===== src/hdl/mem_pkg.sv =====
`default_nettype none

package mem_pkg;

   // Address map
   localparam int ADDR_W       = 11;  // Byte address width
   localparam int MMIO_BIT     = 10;  // Set selects the register block
   localparam int DMEM_WORDS_W = 8;   // 256 words of data memory

   // Data path
   localparam int DATA_W   = 32;
   localparam int NB_LANES = 4;
   localparam int LANE_W   = DATA_W / NB_LANES;  // One byte per lane

   // Word offsets inside the MMIO region, taken from addr[MMIO_BIT-1:2]
   localparam logic [DMEM_WORDS_W-1:0] MMIO_GPIO_OFS  = 8'd0;  // Output register
   localparam logic [DMEM_WORDS_W-1:0] MMIO_COUNT_OFS = 8'd1;  // Free-running counter

   // Access size, same code for store size and load size
   typedef enum logic [1:0] {
      SIZE_NONE = 2'b00,  // No access
      SIZE_BYTE = 2'b01,
      SIZE_HALF = 2'b10,
      SIZE_WORD = 2'b11
   } size_t;

endpackage

`default_nettype wire


===== src/hdl/mem_req_if.sv =====
`default_nettype none

// One load/store request as it leaves the execute stage
interface mem_req_if;
   import mem_pkg::*;

   logic [ADDR_W-1:0] addr;         // Byte address, bit MMIO_BIT picks the region
   logic [DATA_W-1:0] wdata;        // Store data, right aligned
   size_t             store_size;   // SIZE_NONE means no store
   size_t             load_size;    // SIZE_NONE means no load
   logic              load_signed;  // Sign extend narrow loads
   logic              ce;           // Latch enable for the read side

   // Top level drives the request
   modport master (
      output addr,
      output wdata,
      output store_size,
      output load_size,
      output load_signed,
      output ce
   );

   // Data memory and register block, each decodes its own region
   modport target (
      input addr,
      input wdata,
      input store_size,
      input load_size,
      input ce
   );

   // Load combiner only looks at the read attributes
   modport combiner (
      input addr,
      input load_size,
      input load_signed,
      input ce
   );

endinterface

`default_nettype wire


===== src/hdl/mmio_regs.sv =====
`default_nettype none

module mmio_regs (
   input  wire logic                  i_clk,
   input  wire logic                  i_rst_n,
   mem_req_if.target                  req,
   output logic [mem_pkg::DATA_W-1:0] o_rdata,  // Registered read word
   output logic [mem_pkg::DATA_W-1:0] o_gpio    // General-purpose output
);
   import mem_pkg::*;

   logic [DMEM_WORDS_W-1:0] word_ofs;
   logic                    is_mmio;
   logic                    gpio_we;
   logic                    capture;
   logic [DATA_W-1:0]       cycle_cnt;
   logic [DATA_W-1:0]       cnt_next;
   logic [DATA_W-1:0]       rd_word;

   assign word_ofs = req.addr[MMIO_BIT-1:2];  // Low bits ignored here
   assign is_mmio  = req.addr[MMIO_BIT];

   // Any store size writes the full word
   assign gpio_we = is_mmio && (req.store_size != SIZE_NONE) && (word_ofs == MMIO_GPIO_OFS);
   assign capture = is_mmio && req.ce && (req.load_size != SIZE_NONE);

   assign cnt_next = cycle_cnt + 1'b1;  // Count includes the current edge

   // Read mux, unmapped offsets give zero
   always_comb begin
      case (word_ofs)
         MMIO_GPIO_OFS:  rd_word = o_gpio;     // Value before a same-edge store
         MMIO_COUNT_OFS: rd_word = cnt_next;
         default:        rd_word = '0;
      endcase
   end

   // Free-running edge counter
   always_ff @(posedge i_clk or negedge i_rst_n) begin
      if (!i_rst_n) begin
         cycle_cnt <= '0;
      end else begin
         cycle_cnt <= cnt_next;
      end
   end

   always_ff @(posedge i_clk or negedge i_rst_n) begin
      if (!i_rst_n) begin
         o_gpio <= '0;
      end else if (gpio_we) begin
         o_gpio <= req.wdata;
      end
   end

   always_ff @(posedge i_clk or negedge i_rst_n) begin
      if (!i_rst_n) begin
         o_rdata <= '0;
      end else if (capture) begin
         o_rdata <= rd_word;  // Holds while nothing is latched
      end
   end

   // Counter only moves forward between resets
   a_cnt_monotonic: assert property (
      @(posedge i_clk) disable iff (!i_rst_n)
      cycle_cnt >= $past(cycle_cnt)
   ) else $error("mmio_regs: counter went backwards");

endmodule

`default_nettype wire


===== src/flat_wrapper.sv =====
// flat-port wrapper written by rule: the top's interface ports become plain ports
module mmio_regs_flat import mem_pkg::*;
  (i_clk, i_rst_n, o_rdata, o_gpio, req_addr, req_wdata, req_store_size, req_load_size, req_ce);
  mem_req_if req_i ();
  input  wire logic i_clk;
  input  wire logic i_rst_n;
  output logic [mem_pkg::DATA_W-1:0] o_rdata;
  output logic [mem_pkg::DATA_W-1:0] o_gpio;
  input wire logic [$bits(req_i.addr)-1:0] req_addr;
  input wire logic [$bits(req_i.wdata)-1:0] req_wdata;
  input wire logic [$bits(req_i.store_size)-1:0] req_store_size;
  input wire logic [$bits(req_i.load_size)-1:0] req_load_size;
  input wire logic [$bits(req_i.ce)-1:0] req_ce;
  assign req_i.addr = req_addr;
  assign req_i.wdata = req_wdata;
  assign req_i.store_size = req_store_size;
  assign req_i.load_size = req_load_size;
  assign req_i.ce = req_ce;
  mmio_regs u_core (.i_clk(i_clk), .i_rst_n(i_rst_n), .req(req_i), .o_rdata(o_rdata), .o_gpio(o_gpio));
endmodule

===== config.mk =====
export PLATFORM = sky130hd
export DESIGN_NAME = mmio_regs_flat
export DESIGN_NICKNAME = d
export VERILOG_FILES = /design/src/hdl/mem_pkg.sv /design/src/hdl/mem_req_if.sv /design/src/hdl/mmio_regs.sv /design/src/flat_wrapper.sv
export SDC_FILE = /design/constraint.sdc
export NUM_CORES = 1
export LEC_CHECK = 0
export BUFFER_PORTS_ARGS = -buffer_cell sky130_fd_sc_hd__buf_4
export CAP_MARGIN = 20
export CORE_ASPECT_RATIO = 1.2
export CORE_MARGIN = 2
export CORE_UTILIZATION = 25
export DETAILED_ROUTE_END_ITERATION = 7
export GPL_TIMING_DRIVEN = 0
export PLACE_DENSITY_LB_ADDON = 0.08
export SYNTH_ARGS = -nofsm -noshare
export SYNTH_HDL_FRONTEND = slang
export SYNTH_SLANG_ARGS = --single-unit

===== constraint.sdc =====
create_clock -name i_clk -period 2.2 [get_ports i_clk]
set_input_delay 0.11 -clock i_clk [delete_from_list [all_inputs] [get_ports i_clk]]
set_output_delay 0.11 -clock i_clk [all_outputs]
set_load 0.05 [all_outputs]

==> flow_summary.yaml <==
die:
  die_h_um: 144
  dieArea_um2: 17500
  ios: 114
  die_w_um: 121
  start_util: 0.255
  core_um2: 16100
  rows: 51
yosys:
  synth_nets: 385
  postSynthAreaPerCell_um2: 12.3
  synth-seq-area-share: 0.584
  synth_area_um2: 4110
  synth-simple-area-share: 0.139
  synthCells: 334
  synth-xor-area-share: 0.0639
  synth_compound_area_frac: 0.0992
  synthAdderAreaFrac: 0.00304
  ys_warn_count: 0
  yosysUniqueCellTypes: 36
  synth_seq_cells: 96
  synth_flop_cell: "dfrtp_1"
  async_reset_ff_frac: 1.00
  synth_top_family_by_area: "simple AND/OR/NAND/NOR gates"
  synth_edf_count: 0
  synthMuxAreaShare: 0.0876
timing:
  finalHoldViolations: 0
  clock.fmax_mhz: 486
  worst_slack_ns: 0.142
  finalClockSkew_ns: 0.00805
  rsz0062_at_grt: "no"
  finalSetupViolCount: 0
  setup_tns_ns: 0
  slew_violations: 0
  post-route-period-util: 0.936
  timing.hold.ws_ns: 0.214
  min_period_ns: 2.06
  slew_headroom: 0.484
  worst_pin_slew_ns: 0.767
run_status:
  outcome: "finished, final reports clean"
routing:
  wl_met1_um: 5250
  dr_total_vias: 3202
  dr.max_layer_used: "met4"
  wl_per_cell_um: 16.2
  wl_met2_um: 5560
  drt_first_pass_iters: 4
  ant_nets: 0
  finalWirelength_um: 11600
  routed_via_density: 4.49
  routed-wl-met3_um: 621
  drc: 0
  drt_iter0_drc: 156
final_layout:
  final_core_util: 0.372
  num_antenna_cells: 0
  drive_gt1_frac: 0.381
  design_area_um2: 6010
  area_delta_synth_final_pct: 46.1
  final_cell_count_no_fill: 713
  multi_input_area_um2: 1680
  register_area_um2: 2410
  finish.net_count: 547
  n_fill_cell: 1624
critical_path:
  arrival_ns: 2.29
  crit_path_start_kind: "flip-flop"
  worst-path-max-fanout: 6
  worstSetupPathType: "reg2reg"
  endpoint_kind: "flip-flop"
  critPathRequiredTime_ns: 2.43
place:
  place_area_um2: 5240
  port_buffers: 111
  dp_slack_ns: -0.221
  dpl.cell_count: 658
  gp_congestion: 0.781
  dp_hpwl_um: 8220
cts:
  clk_latency_ns: 0.35
  cts_tree: "built"
  htreeDepth: 3
  cts.sinks: 96
  cts_root_buffer: "clkbuf_16"
  cts_buffers: 9
  cts.clk_slew.worst_paths_ns: 0.07
  cts_max_path_buffers: 2
hold_path:
  hold_class: "in2reg"
power_and_ir_drop:
  power_frac_comb: 0.129
  switching_share: 0.259
  p_switching_mw: 1.06
  leakage_nw: 3.03
  vdd_drop_max_v: 0.000338
  p_per_area_nw_per_um2: 679
  p_seq_frac: 0.455
  p_int_mw: 3.02
  power_mw: 4.08
  pwr-share-clk: 0.415
global_routing:
  grt_pass1_wl_um: 18400
  first_global_vias: 3298
  antenna_found_initial: 0
  grt_start_max_net_pins: 54
  grt_overflow: 0
  grt_use_total: 0.140
job:
  drv_cap: 0
-- cell usage after synthesis (8+ instances only) --
| cell | n | share of area |
|---|---|---|
| a221oi_1 | 10 | 0.021 |
| nand2_1 | 19 | 0.017 |
| nand4_1 | 9 | 0.014 |
| a21o_1 | 13 | 0.024 |
| clkbuf_1 | 8 | 0.0073 |
| and3_1 | 9 | 0.014 |
| xor2_1 | 10 | 0.021 |
| a22o_1 | 11 | 0.023 |
| nor2_1 | 29 | 0.026 |
| mux2_2 | 30 | 0.082 |
| nand3_1 | 13 | 0.016 |
| dfrtp_1 | 96 | 0.58 |
| xnor2_1 | 20 | 0.043 |
-- layout by cell type, fill, tap and decap left out, drive strengths merged, types with 7 or more instances in the layout --
| master | count |
|---|---|
| nand3 | 13 |
| and3 | 9 |
| inv | 7 |
| a22o | 11 |
| nand2 | 19 |
| xnor2 | 20 |
| mux2 | 32 |
| nor3 | 8 |
| nor4 | 7 |
| xor2 | 10 |
| dlygate4sd3 | 33 |
| nand4 | 11 |
| dfrtp | 96 |
| clkbuf | 17 |
| a21o | 13 |
| buf | 125 |
| a221oi | 10 |
| nor2 | 29 |
| a221o | 7 |
-- critical path, stage by stage (launching register included) --
cell	delay, ns
dfrtp_2	0.42
ha_4	0.17
nand4_4	0.18
or4_1	0.57
nor3_2	0.16
xnor2_1	0.12
a221o_1	0.32
-- routing by layer --
| layer | vias to the layer above | track usage |
|---|---|---|
| met1 | 1564 | 0.185 |
| met3 | 10 | 0.0312 |
| met2 | 83 | 0.223 |
| li1 | 1545 | - |
| met5 | - | 0 |
| met4 | 0 | 0.0551 |
-- sequential cells by signal, summed over array words and instances, names as in the netlist --
name and count:
u_core.o_rdata 32, u_core.cycle_cnt 32, u_core.o_gpio 32
-- logic make-up (layout without fill, tap and decap cells) --
kind of cell	Yosys count	count (layout)
AOI/OAI and AO/OA	48	48
xor gates and xnor gates	30	30
adders and majority gates	1	1
buffers and inverters	21	188
DFF	96	96
muxes	32	32
and+or+nand+nor	106	106
-- path summary, 6_finish.rpt --
kind	start	endpoint	slack (ns)	cells past startpoint
min in group asynchronous	i_rst_n	u_core.o_gpio[3]$_DFFE_PN0P_	0.31	2
setup reg to reg	u_core.cycle_cnt[0]$_DFF_PN0_	u_core.o_rdata[26]$_DFFE_PN0P_	0.14	6
hold reg to reg	u_core.cycle_cnt[31]$_DFF_PN0_	u_core.cycle_cnt[31]$_DFF_PN0_	0.49	1
hold / removal	req_addr[2]	u_core.o_rdata[31]$_DFFE_PN0P_	0.21	4
max in group asynchronous	i_rst_n	u_core.cycle_cnt[6]$_DFF_PN0_	1.21	3
setup / recovery	u_core.cycle_cnt[0]$_DFF_PN0_	u_core.o_rdata[26]$_DFFE_PN0P_	0.14	6
-- power by group through the flow --
stage | clock network, mW | logic, mW | registers (mW)
global route | 1.87 | 0.565 | 1.86
CTS | 1.78 | 0.538 | 1.86
global placement | 0 | 0.480 | 1.89
floorplan | 0 | 0.0715 | 2.08
finish | 1.69 | 0.528 | 1.86
detailed placement | 0 | 0.491 | 1.89
-- repair_timing --
action | in CTS | in global routing
buffers inserted | 4 | 2
resized for setup | 6 | 10
endpoints found under the setup margin | 9 | 7
hold endpoints to repair | 75 | 0
pin swaps | 1 | 3
hold buffers | 33 | 0
-- area by class of cell --
type                    count  area share
inverters                   6     0.00375
clock buffers               9      0.0375
multi-input cells         217       0.280
clock inverters             7      0.0156
well taps                 212      0.0441
flip-flops and latches     96       0.401
plain buffers              15      0.0119
repair buffers            151       0.206
(Power assumes the default switching activity.)
