File: src/hdl/mem_pkg.sv
`default_nettype none

package mem_pkg;

   // Address map
   localparam int ADDR_W       = 11;  // Byte address width
   localparam int MMIO_BIT     = 10;  // Set selects the register block
   localparam int DMEM_WORDS_W = 8;   // 256 words of data memory

   // Data path
   localparam int DATA_W   = 32;
   localparam int NB_LANES = 4;
   localparam int LANE_W   = DATA_W / NB_LANES;  // One byte per lane

   // Word offsets inside the MMIO region, taken from addr[MMIO_BIT-1:2]
   localparam logic [DMEM_WORDS_W-1:0] MMIO_GPIO_OFS  = 8'd0;  // Output register
   localparam logic [DMEM_WORDS_W-1:0] MMIO_COUNT_OFS = 8'd1;  // Free-running counter

   // Access size, same code for store size and load size
   typedef enum logic [1:0] {
      SIZE_NONE = 2'b00,  // No access
      SIZE_BYTE = 2'b01,
      SIZE_HALF = 2'b10,
      SIZE_WORD = 2'b11
   } size_t;

endpackage

`default_nettype wire

File: src/hdl/mem_req_if.sv
`default_nettype none

// One load/store request as it leaves the execute stage
interface mem_req_if;
   import mem_pkg::*;

   logic [ADDR_W-1:0] addr;         // Byte address, bit MMIO_BIT picks the region
   logic [DATA_W-1:0] wdata;        // Store data, right aligned
   size_t             store_size;   // SIZE_NONE means no store
   size_t             load_size;    // SIZE_NONE means no load
   logic              load_signed;  // Sign extend narrow loads
   logic              ce;           // Latch enable for the read side

   // Top level drives the request
   modport master (
      output addr,
      output wdata,
      output store_size,
      output load_size,
      output load_signed,
      output ce
   );

   // Data memory and register block, each decodes its own region
   modport target (
      input addr,
      input wdata,
      input store_size,
      input load_size,
      input ce
   );

   // Load combiner only looks at the read attributes
   modport combiner (
      input addr,
      input load_size,
      input load_signed,
      input ce
   );

endinterface

`default_nettype wire

File: src/hdl/load_mux.sv
`default_nettype none

module load_mux (
   input  wire logic                       i_clk,
   input  wire logic                       i_rst_n,
   mem_req_if.combiner                     req,
   input  wire logic                       i_debug_sel,   // Blocks normal loads
   input  wire logic [mem_pkg::DATA_W-1:0] i_mem_rdata,   // From data memory
   input  wire logic [mem_pkg::DATA_W-1:0] i_mmio_rdata,  // From register block
   input  wire logic                       i_mem_fault,
   output logic [mem_pkg::DATA_W-1:0]      o_load_data,
   output logic                            o_load_valid,
   output logic                            o_fault
);
   import mem_pkg::*;

   logic              capture;
   logic              mmio_q;     // Region of the latched load
   logic [1:0]        ofs_q;      // Lane offset of the latched load
   size_t             size_q;
   logic              signed_q;
   logic [DATA_W-1:0] shifted;
   logic [DATA_W-1:0] extended;

   // Same capture rule as the targets
   assign capture = req.ce && (req.load_size != SIZE_NONE) && !i_debug_sel;

   // Request attributes, held while ce is low
   always_ff @(posedge i_clk or negedge i_rst_n) begin
      if (!i_rst_n) begin
         mmio_q   <= 1'b0;
         ofs_q    <= 2'b00;
         size_q   <= SIZE_NONE;
         signed_q <= 1'b0;
      end else if (capture) begin
         mmio_q   <= req.addr[MMIO_BIT];
         ofs_q    <= req.addr[1:0];
         size_q   <= req.load_size;
         signed_q <= req.load_signed;
      end
   end

   // One-cycle valid per captured load
   always_ff @(posedge i_clk or negedge i_rst_n) begin
      if (!i_rst_n) begin
         o_load_valid <= 1'b0;
      end else begin
         o_load_valid <= capture;
      end
   end

   // Bring the addressed lane down to bit 0
   assign shifted = i_mem_rdata >> (LANE_W * ofs_q);

   always_comb begin
      case (size_q)
         SIZE_BYTE: extended = {{(DATA_W - LANE_W){signed_q & shifted[LANE_W-1]}},
                                shifted[LANE_W-1:0]};
         SIZE_HALF: extended = {{(DATA_W - 2*LANE_W){signed_q & shifted[2*LANE_W-1]}},
                                shifted[2*LANE_W-1:0]};
         SIZE_WORD: extended = shifted;   // Offset is zero for an aligned word
         default:   extended = '0;
      endcase
   end

   // MMIO words unchanged, faulted memory loads read zero
   always_comb begin
      if (mmio_q) begin
         o_load_data = i_mmio_rdata;
      end else if (i_mem_fault) begin
         o_load_data = '0;
      end else begin
         o_load_data = extended;
      end
   end

   assign o_fault = o_load_valid && !mmio_q && i_mem_fault;

   // Fault only on a fresh result, with the data forced to zero
   a_fault_valid: assert property (
      @(posedge i_clk) disable iff (!i_rst_n)
      o_fault |-> (o_load_valid && (o_load_data == '0))
   ) else $error("load_mux: fault without valid zero result");

endmodule

`default_nettype wire

File: src/flat_wrapper.sv
// flat-port wrapper written by rule: the top's interface ports become plain ports
module load_mux_flat import mem_pkg::*;
  (i_clk, i_rst_n, i_debug_sel, i_mem_rdata, i_mmio_rdata, i_mem_fault, o_load_data, o_load_valid, o_fault, req_addr, req_load_size, req_load_signed, req_ce);
  mem_req_if req_i ();
  input  wire logic i_clk;
  input  wire logic i_rst_n;
  input  wire logic i_debug_sel;
  input  wire logic [mem_pkg::DATA_W-1:0] i_mem_rdata;
  input  wire logic [mem_pkg::DATA_W-1:0] i_mmio_rdata;
  input  wire logic i_mem_fault;
  output logic [mem_pkg::DATA_W-1:0] o_load_data;
  output logic o_load_valid;
  output logic o_fault;
  input wire logic [$bits(req_i.addr)-1:0] req_addr;
  input wire logic [$bits(req_i.load_size)-1:0] req_load_size;
  input wire logic [$bits(req_i.load_signed)-1:0] req_load_signed;
  input wire logic [$bits(req_i.ce)-1:0] req_ce;
  assign req_i.addr = req_addr;
  assign req_i.load_size = req_load_size;
  assign req_i.load_signed = req_load_signed;
  assign req_i.ce = req_ce;
  load_mux u_core (.i_clk(i_clk), .i_rst_n(i_rst_n), .req(req_i), .i_debug_sel(i_debug_sel), .i_mem_rdata(i_mem_rdata), .i_mmio_rdata(i_mmio_rdata), .i_mem_fault(i_mem_fault), .o_load_data(o_load_data), .o_load_valid(o_load_valid), .o_fault(o_fault));
endmodule
File: config.mk
export PLATFORM = sky130hd
export DESIGN_NAME = load_mux_flat
export DESIGN_NICKNAME = d
export VERILOG_FILES = /design/src/hdl/mem_pkg.sv /design/src/hdl/mem_req_if.sv /design/src/hdl/load_mux.sv /design/src/flat_wrapper.sv
export SDC_FILE = /design/constraint.sdc
export NUM_CORES = 1
export LEC_CHECK = 0
export ABC_CLOCK_PERIOD_IN_PS = 3750
export BUFFER_PORTS_ARGS = -buffer_cell sky130_fd_sc_hd__clkbuf_2
export CAP_MARGIN = 20
export CORE_MARGIN = 2
export CORE_UTILIZATION = 41
export CTS_CLUSTER_SIZE = 20
export DETAILED_ROUTE_END_ITERATION = 7
export GPL_TIMING_DRIVEN = 0
export HOLD_SLACK_MARGIN = 0.08
export MAX_ROUTING_LAYER = met4
export PLACE_DENSITY = 0.89
export SLEW_MARGIN = 20
export SYNTH_ARGS = -nofsm -noshare
export SYNTH_HDL_FRONTEND = slang
export SYNTH_SLANG_ARGS = --single-unit
File: constraint.sdc
create_clock -name i_clk -period 3.75 [get_ports i_clk]
set_input_delay 0.75 -clock i_clk [delete_from_list [all_inputs] [get_ports i_clk]]
set_output_delay 0.75 -clock i_clk [all_outputs]
set_load 0.005 [all_outputs]
==> results of run 1 <==
## cell usage after synthesis
library cell,number,share of area [%]
nand4b_1,1,0.68
o21ai_0,28,11
nor4_1,1,0.48
or3b_1,1,0.68
or3_1,1,0.48
nand4bb_1,1,0.87
a311o_1,1,0.78
nand3b_1,8,4.7
mux2_2,15,13
o211ai_1,1,0.58
inv_1,3,0.87
o21ai_2,10,6.8
mux2i_1,17,13
buf_2,4,1.6
nand2_1,18,5.2
a21oi_1,16,6.2
o22ai_1,1,0.48
clkbuf_1,9,2.6
nor2_1,9,2.6
clkbuf_2,1,0.39
dfrtp_1,7,14
nor4b_2,1,1.2
a22oi_1,16,9.3
o21ai_1,3,1.2
buf_6,2,1.7
## power by group
part / leakage [uW] / switching, uW / internal, uW
combinational: 0.000873 / 238 / 194
sequential: 0.0000838 / 11.4 / 87.7
clock: 0.0000150 / 28.3 / 40.6
total: 0.000972 / 277 / 323
## kinds of logic (layout without fill, tap and decap cells)
logic type,Yosys count,in the layout,synth area share (%)
buf+inv,19,131,7.17
compound gates,76,76,36.1
mux,32,32,26.3
simple gates,41,41,16.9
flops,7,7,13.6
## worst min path at each step
| stage | depth (start not counted) | to | slack [ns] |
|---|---|---|---|
| 2_1_floorplan | 0 | u_core.mmio_q | 0.45 |
| 3_3_place_gp | 1 | u_core.signed_q | 0.55 |
| 3_5_place_dp | 1 | u_core.signed_q | 0.57 |
| 4_1_cts | 1 | u_core.o_load_valid | 0.33 |
| 5_1_grt | 1 | u_core.signed_q | 0.33 |
| 6_report | 1 | u_core.signed_q | 0.33 |
## per-stage QoR
step	area, um^2	worst slack [ns]	util (%)
detailed placement	1890	0.784	62.5
CTS	1920	0.749	63.4
global placement	1890	0.665	62.3
finish	1920	0.722	63.4
floorplan	1290	1.18	-
global route	1920	0.580	63.4
## worst max-delay path, stage by stage (launching register included)
cell      delay, ns
dfrtp_1        0.38
buf_2          0.19
buf_2          0.23
nor4b_2        0.78
a22oi_1        0.21
o21ai_2        0.11
clkbuf_2       0.12
## registers in the layout, summed over array words and instances, names as in the netlist
signal	count
u_core.size_q	2
u_core.ofs_q	2
u_core.o_load_valid	1
u_core.mmio_q	1
u_core.signed_q	1
## layout make-up
type / instances / share of cell area, %
Inverter: 3 / 0.587
Buffer: 16 / 4.24
Tap cell: 44 / 2.87
Sequential cell: 7 / 9.13
Timing Repair Buffer: 108 / 28.2
Clock buffer: 4 / 1.37
Multi-Input combinational cell: 149 / 53.7
## per-layer routing
metal  vias to the layer above  share of wire (%)  track usage [%]
met3                         4                6.8             3.68
met5                         -                  0                -
met4                         0               0.79             6.67
met1                       791                 44             35.1
met2                        97                 49             46.3
li1                        883                  -                -
==> results.py, run 1 <==
metrics = {
    "die": {
        "die_area_um2": 3610,
        "coreArea_um2": 3030,
        "start_util_pct": 42.6,
        "fp-row-count": 20,
        "die_x_um": 60.1,
        "num_io_pins": 117,
        "fp.dieH_um": 60.1,
    },
    "clocking": {
        "htreeDepth": 1,
        "root_buffer": "clkbuf_4",
        "numCtsBuffers": 3,
        "path_clk_slew_ns": 0.05,
        "ctsHoldBuffers": 0,
        "clock_sinks": 7,
        "cts_buffer_depth": 2,
        "cts_tree": "yes",
        "postCtsSetupBuffers": 0,
        "insertion_delay_ns": 0.25,
        "cts_resized": 0,
    },
    "route": {
        "vias": 1775,
        "drc": 0,
        "ant_nets": 0,
        "viasPerCell": 5.36,
        "first_pass_iters": 4,
        "wl_um": 4790,
        "drt_iter0_markers": 66,
        "routedWlPerCell_um": 14.5,
    },
    "layout": {
        "area_growth_syn_to_layout_pct": 48.6,
        "layout_common_cells": "clkbuf_2 (109), o21ai_0 (28), nand2_1 (18), mux2i_1 (17)",
        "diodes": 0,
        "regArea_um2": 175,
        "final_cells": 331,
        "nets": 371,
        "final_common_cell": "clkbuf_2",
        "multi_input_comb_area_um2": 1030,
        "layout-drive-gt1-share_pct": 50.5,
        "num-fill-cells": 300,
    },
    "grt": {
        "grt_pass1_vias": 1714,
        "antenna_found_initial": 0,
        "grt_pass1_wl_um": 7450,
        "grt_overflow_total": 0,
        "grt_max_degree": 11,
        "track_usage_pct": 27.7,
    },
    "critical_path": {
        "r2r_end": "u_core.ofs_q[1]",
        "reg2reg_depth": 4,
        "required_ns": 3.00,
        "cp-end-kind": "output pin",
        "worstReg2RegStart": "u_core.ofs_q[1]",
        "path_class": "flop to output pin",
        "cp.arrival_ns": 2.28,
        "setup.worst_path.start": "u_core.ofs_q[0]",
        "endpoint": "o_load_data[29]",
        "r2r_setup_slack_ns": 2.25,
        "cp-start-kind": "flop",
        "path_max_fanout": 10,
    },
    "timing": {
        "rsz0062_at_grt": "false",
        "slew_violations": 0,
        "fin_tns_setup_ns": 0,
        "fin_hold_ws_ns": 0.334,
        "setup_viol": 0,
        "period_needed_ns": 3.03,
        "slew_headroom_pct": 44.1,
        "max_freq_ghz": 0.330,
        "skew_ns": 0,
        "hold_viol": 0,
        "worstMarginPinSlew_ns": 0.836,
        "fin_crit_sh_pct": 80.7,
    },
    "run_status": {
        "status": "complete, no violations",
    },
    "yosys": {
        "yosysSeqAreaShare_pct": 13.6,
        "syn_nets": 258,
        "synth_cell_types": 25,
        "netlist_instances": 175,
        "synth-seq-cells": 7,
        "ys_warn_count": 0,
        "synth_area_um2": 1290,
        "syn-mean-instance-area_um2": 7.38,
    },
    "place": {
        "io_buffers": 108,
        "dp_hpwl_um": 3860,
        "place_congestion": 0.931,
        "dp.cells": 327,
    },
    "power": {
        "power_density_nw_per_um2": 313,
        "leakage_uw": 0.000972,
        "vdd_drop_max_v": 0.000234,
        "power.total_uw": 600,
    },
    "run": {
        "drv_cap": 0,
    },
    "worst_hold_path": {
        "hp-class": "primary input to asynchronous set/reset pin",
    },
}
Note: power is estimated with default switching activity, not from simulation.
==> run 2, diff against run 1 <==
Settings changed: ABC_AREA set to 1, ABC_CLOCK_PERIOD_IN_PS 3750 to 2950, PLACE_DENSITY 0.89 to 0.84.
Clock period 3.75 ns to 2.95 ns, I/O delays scaled along.
==> run 2 against run 1 <==
Effect of this change: clock-buffer cell count did not move; cell area up 15%; final cell count grew 34%; sequential power is 21% higher; highest routed layer unchanged; non-clock buffer count is 7 higher; synthesized area rose by 20%; critical path depth unchanged.
==> results.py, run 2 <==
metrics = {
    "grt": {
        "track_usage_pct": 24.6,
        "grt_max_degree": 11,
        "antenna_found_initial": 0,
        "grt_pass1_wl_um": 8200,
        "grt_pass1_vias": 1938,
        "grt_overflow_total": 0,
    },
    "clocking": {
        "cts_resized": 0,
        "clock_sinks": 7,
        "postCtsSetupBuffers": 0,
        "cts_buffer_depth": 2,
        "htreeDepth": 1,
        "root_buffer": "clkbuf_8",
        "numCtsBuffers": 3,
        "insertion_delay_ns": 0.23,
        "cts_tree": "yes",
        "ctsHoldBuffers": 0,
        "path_clk_slew_ns": 0.04,
    },
    "layout": {
        "final_cells": 445,
        "layout-drive-gt1-share_pct": 40.1,
        "area_growth_syn_to_layout_pct": 41.5,
        "num-fill-cells": 400,
        "layout_common_cells": "nand2_1 (163), clkbuf_2 (108), nand3_1 (24), nand3_2 (15), o211ai_1 (10)",
        "nets": 481,
        "final_area_um2": 2200,
        "diodes": 0,
        "post-route-util_pct": 60.1,
        "reg.largest.list": "u_core.ofs_q x2, u_core.size_q x2",
        "final_common_cell": "nand2_1",
    },
    "timing": {
        "fin_crit_sh_pct": 80.3,
        "hold_viol": 0,
        "skew_ns": 0,
        "slew_headroom_pct": 66.7,
        "period_needed_ns": 2.37,
        "setup_viol": 0,
        "slew_violations": 0,
        "rsz0062_at_grt": "false",
        "fin_tns_setup_ns": 0,
        "worstMarginPinSlew_ns": 0.500,
        "max_freq_ghz": 0.422,
    },
    "critical_path": {
        "path_class": "flop to output pin",
        "reg2reg_depth": 4,
        "cp-end-kind": "output pin",
        "required_ns": 2.36,
        "cp.arrival_ns": 1.78,
        "worstReg2RegStart": "u_core.ofs_q[1]",
        "cp_num_cells": 6,
        "cp-start-kind": "flop",
        "cp_num_buf_inv": 3,
        "crit_family": "buffers and inverters",
        "critPathSlowestCell": "nor3_2",
        "path_max_fanout": 10,
        "setup.worst_path.start": "u_core.mmio_q",
        "path_cells": "clkbuf_1, nor3_2, buf_2, o211ai_1, nand2_1, clkbuf_2",
        "critical_path.max_stage_delay_ns": 0.39,
    },
    "route": {
        "first_pass_iters": 4,
        "wl_um": 5100,
        "ant_nets": 0,
        "routedWlPerCell_um": 11.5,
        "vias": 2196,
        "drc": 0,
        "viasPerCell": 4.93,
        "drt_iter0_markers": 163,
    },
    "yosys": {
        "yosysMostFrequentCell": "nand2_1",
        "synth_flop_cell": "dfrtp_1",
        "synth_cell_types": 26,
        "synth_area_leaders": "nand2_1 (39%), dfrtp_1 (11%), nand3_2 (9.7%)",
        "ys_warn_count": 0,
        "synth-seq-cells": 7,
        "synth_edf_count": 0,
        "async_reset_ff_share_pct": 100,
        "synth_area_um2": 1550,
        "synth_top_area_share_pct": 39.4,
        "netlist_instances": 285,
        "synth_common_cells": "nand2_1 (163), nand3_1 (24), nand3_2 (15), o211ai_1 (10), buf_2 (8)",
        "syn-mean-instance-area_um2": 5.45,
        "yosysSeqAreaShare_pct": 11.3,
        "syn_nets": 368,
        "yosysTopAreaCell": "nand2_1",
    },
    "die": {
        "num_io_pins": 117,
        "fp-row-count": 22,
        "coreArea_um2": 3660,
        "die_x_um": 65.6,
        "die_area_um2": 4300,
        "start_util_pct": 42.4,
        "fp.dieH_um": 65.6,
    },
    "place": {
        "io_buffers": 108,
        "dp.cells": 441,
        "dp_hpwl_um": 4210,
        "place_congestion": 0.928,
        "placed_cell_area_um2": 2150,
    },
    "worst_hold_path": {
        "hp-class": "primary input to asynchronous set/reset pin",
    },
    "run": {
        "drv_cap": 0,
    },
    "power": {
        "leakage_uw": 0.00143,
        "power_density_nw_per_um2": 374,
        "vdd_drop_max_v": 0.000362,
    },
    "run_status": {
        "status": "complete, no violations",
    },
}
## run 2: cell types whose count changed in the layout (fill, tap and decap cells not counted), sizes merged, moves of 3 or more
cell / previous run / this run
nand2: 18 / 166
nand3: 0 / 41
o21ai: 41 / 12
mux2i: 17 / 0
a22oi: 16 / 0
mux2: 15 / 1
a21oi: 16 / 5
buf: 6 / 16
o211ai: 1 / 10
nand3b: 8 / 0
inv: 3 / 9
clkbuf: 122 / 119
nor3: 0 / 3
## run 2: worst paths after layout
kind                               endpoint  slack (ns)
max                          o_load_data[0]        0.58
min                         u_core.signed_q        0.19
max reg2reg                 u_core.ofs_q[1]        1.65
min reg2reg                 u_core.signed_q        0.58
max in group asynchronous  u_core.size_q[1]        2.60
min in group i_clk          u_core.ofs_q[1]        0.57
## run 2: final cells by class
cell class | count | area (um^2) | area share, %
Multi-Input combinational cell | 246 | 1190 | 54.1
Clock buffer | 4 | 45.0 | 2.05
Timing Repair Buffer | 108 | 541 | 24.6
Inverter | 9 | 36.3 | 1.65
Buffer | 23 | 153 | 6.94
Tap cell | 48 | 60.1 | 2.73
Sequential cell | 7 | 175 | 7.96
## run 2: routing by layer
layer	share of wire, %	wire [um]	GRT usage [%]	vias to the layer above
li1	-	-	-	1138
met1	42	2160	29.4	947
met2	48	2460	42.9	101
met3	8.2	416	2.05	10
met4	1.2	63	9.90	0
met5	0	0	-	-
## run 2: cell families (layout without fill, tap and decap cells)
| group | after synthesis | in the layout | share of synthesized area (%) |
|---|---|---|---|
| buffers and inverters | 32 | 144 | 12.2 |
| flip-flops | 7 | 7 | 11.3 |
| AND/OR/NAND/NOR | 218 | 218 | 64.3 |
| AO/OA/AOI/OAI | 27 | 27 | 11.5 |
| multiplexers | 1 | 1 | 0.725 |
## run 2: report_power, final
group / leakage (uW) / internal, uW / switching, uW / total (uW)
clock network: 0.0000228 / 93.5 / 42.0 / 135
registers: 0.0000865 / 110 / 10.0 / 120
logic: 0.00132 / 232 / 336 / 568
## run 2: per-stage QoR
stage / power (uW) / hold WS, ns / worst slack [ns]
2_1_floorplan: 487 / 0.294 / 1.10
3_3_place_gp: 676 / 0.429 / 0.741
3_5_place_dp: 688 / 0.434 / 0.728
4_1_cts: 827 / 0.189 / 0.530
5_1_grt: 903 / 0.198 / 0.454
6_report: 824 / 0.187 / 0.580
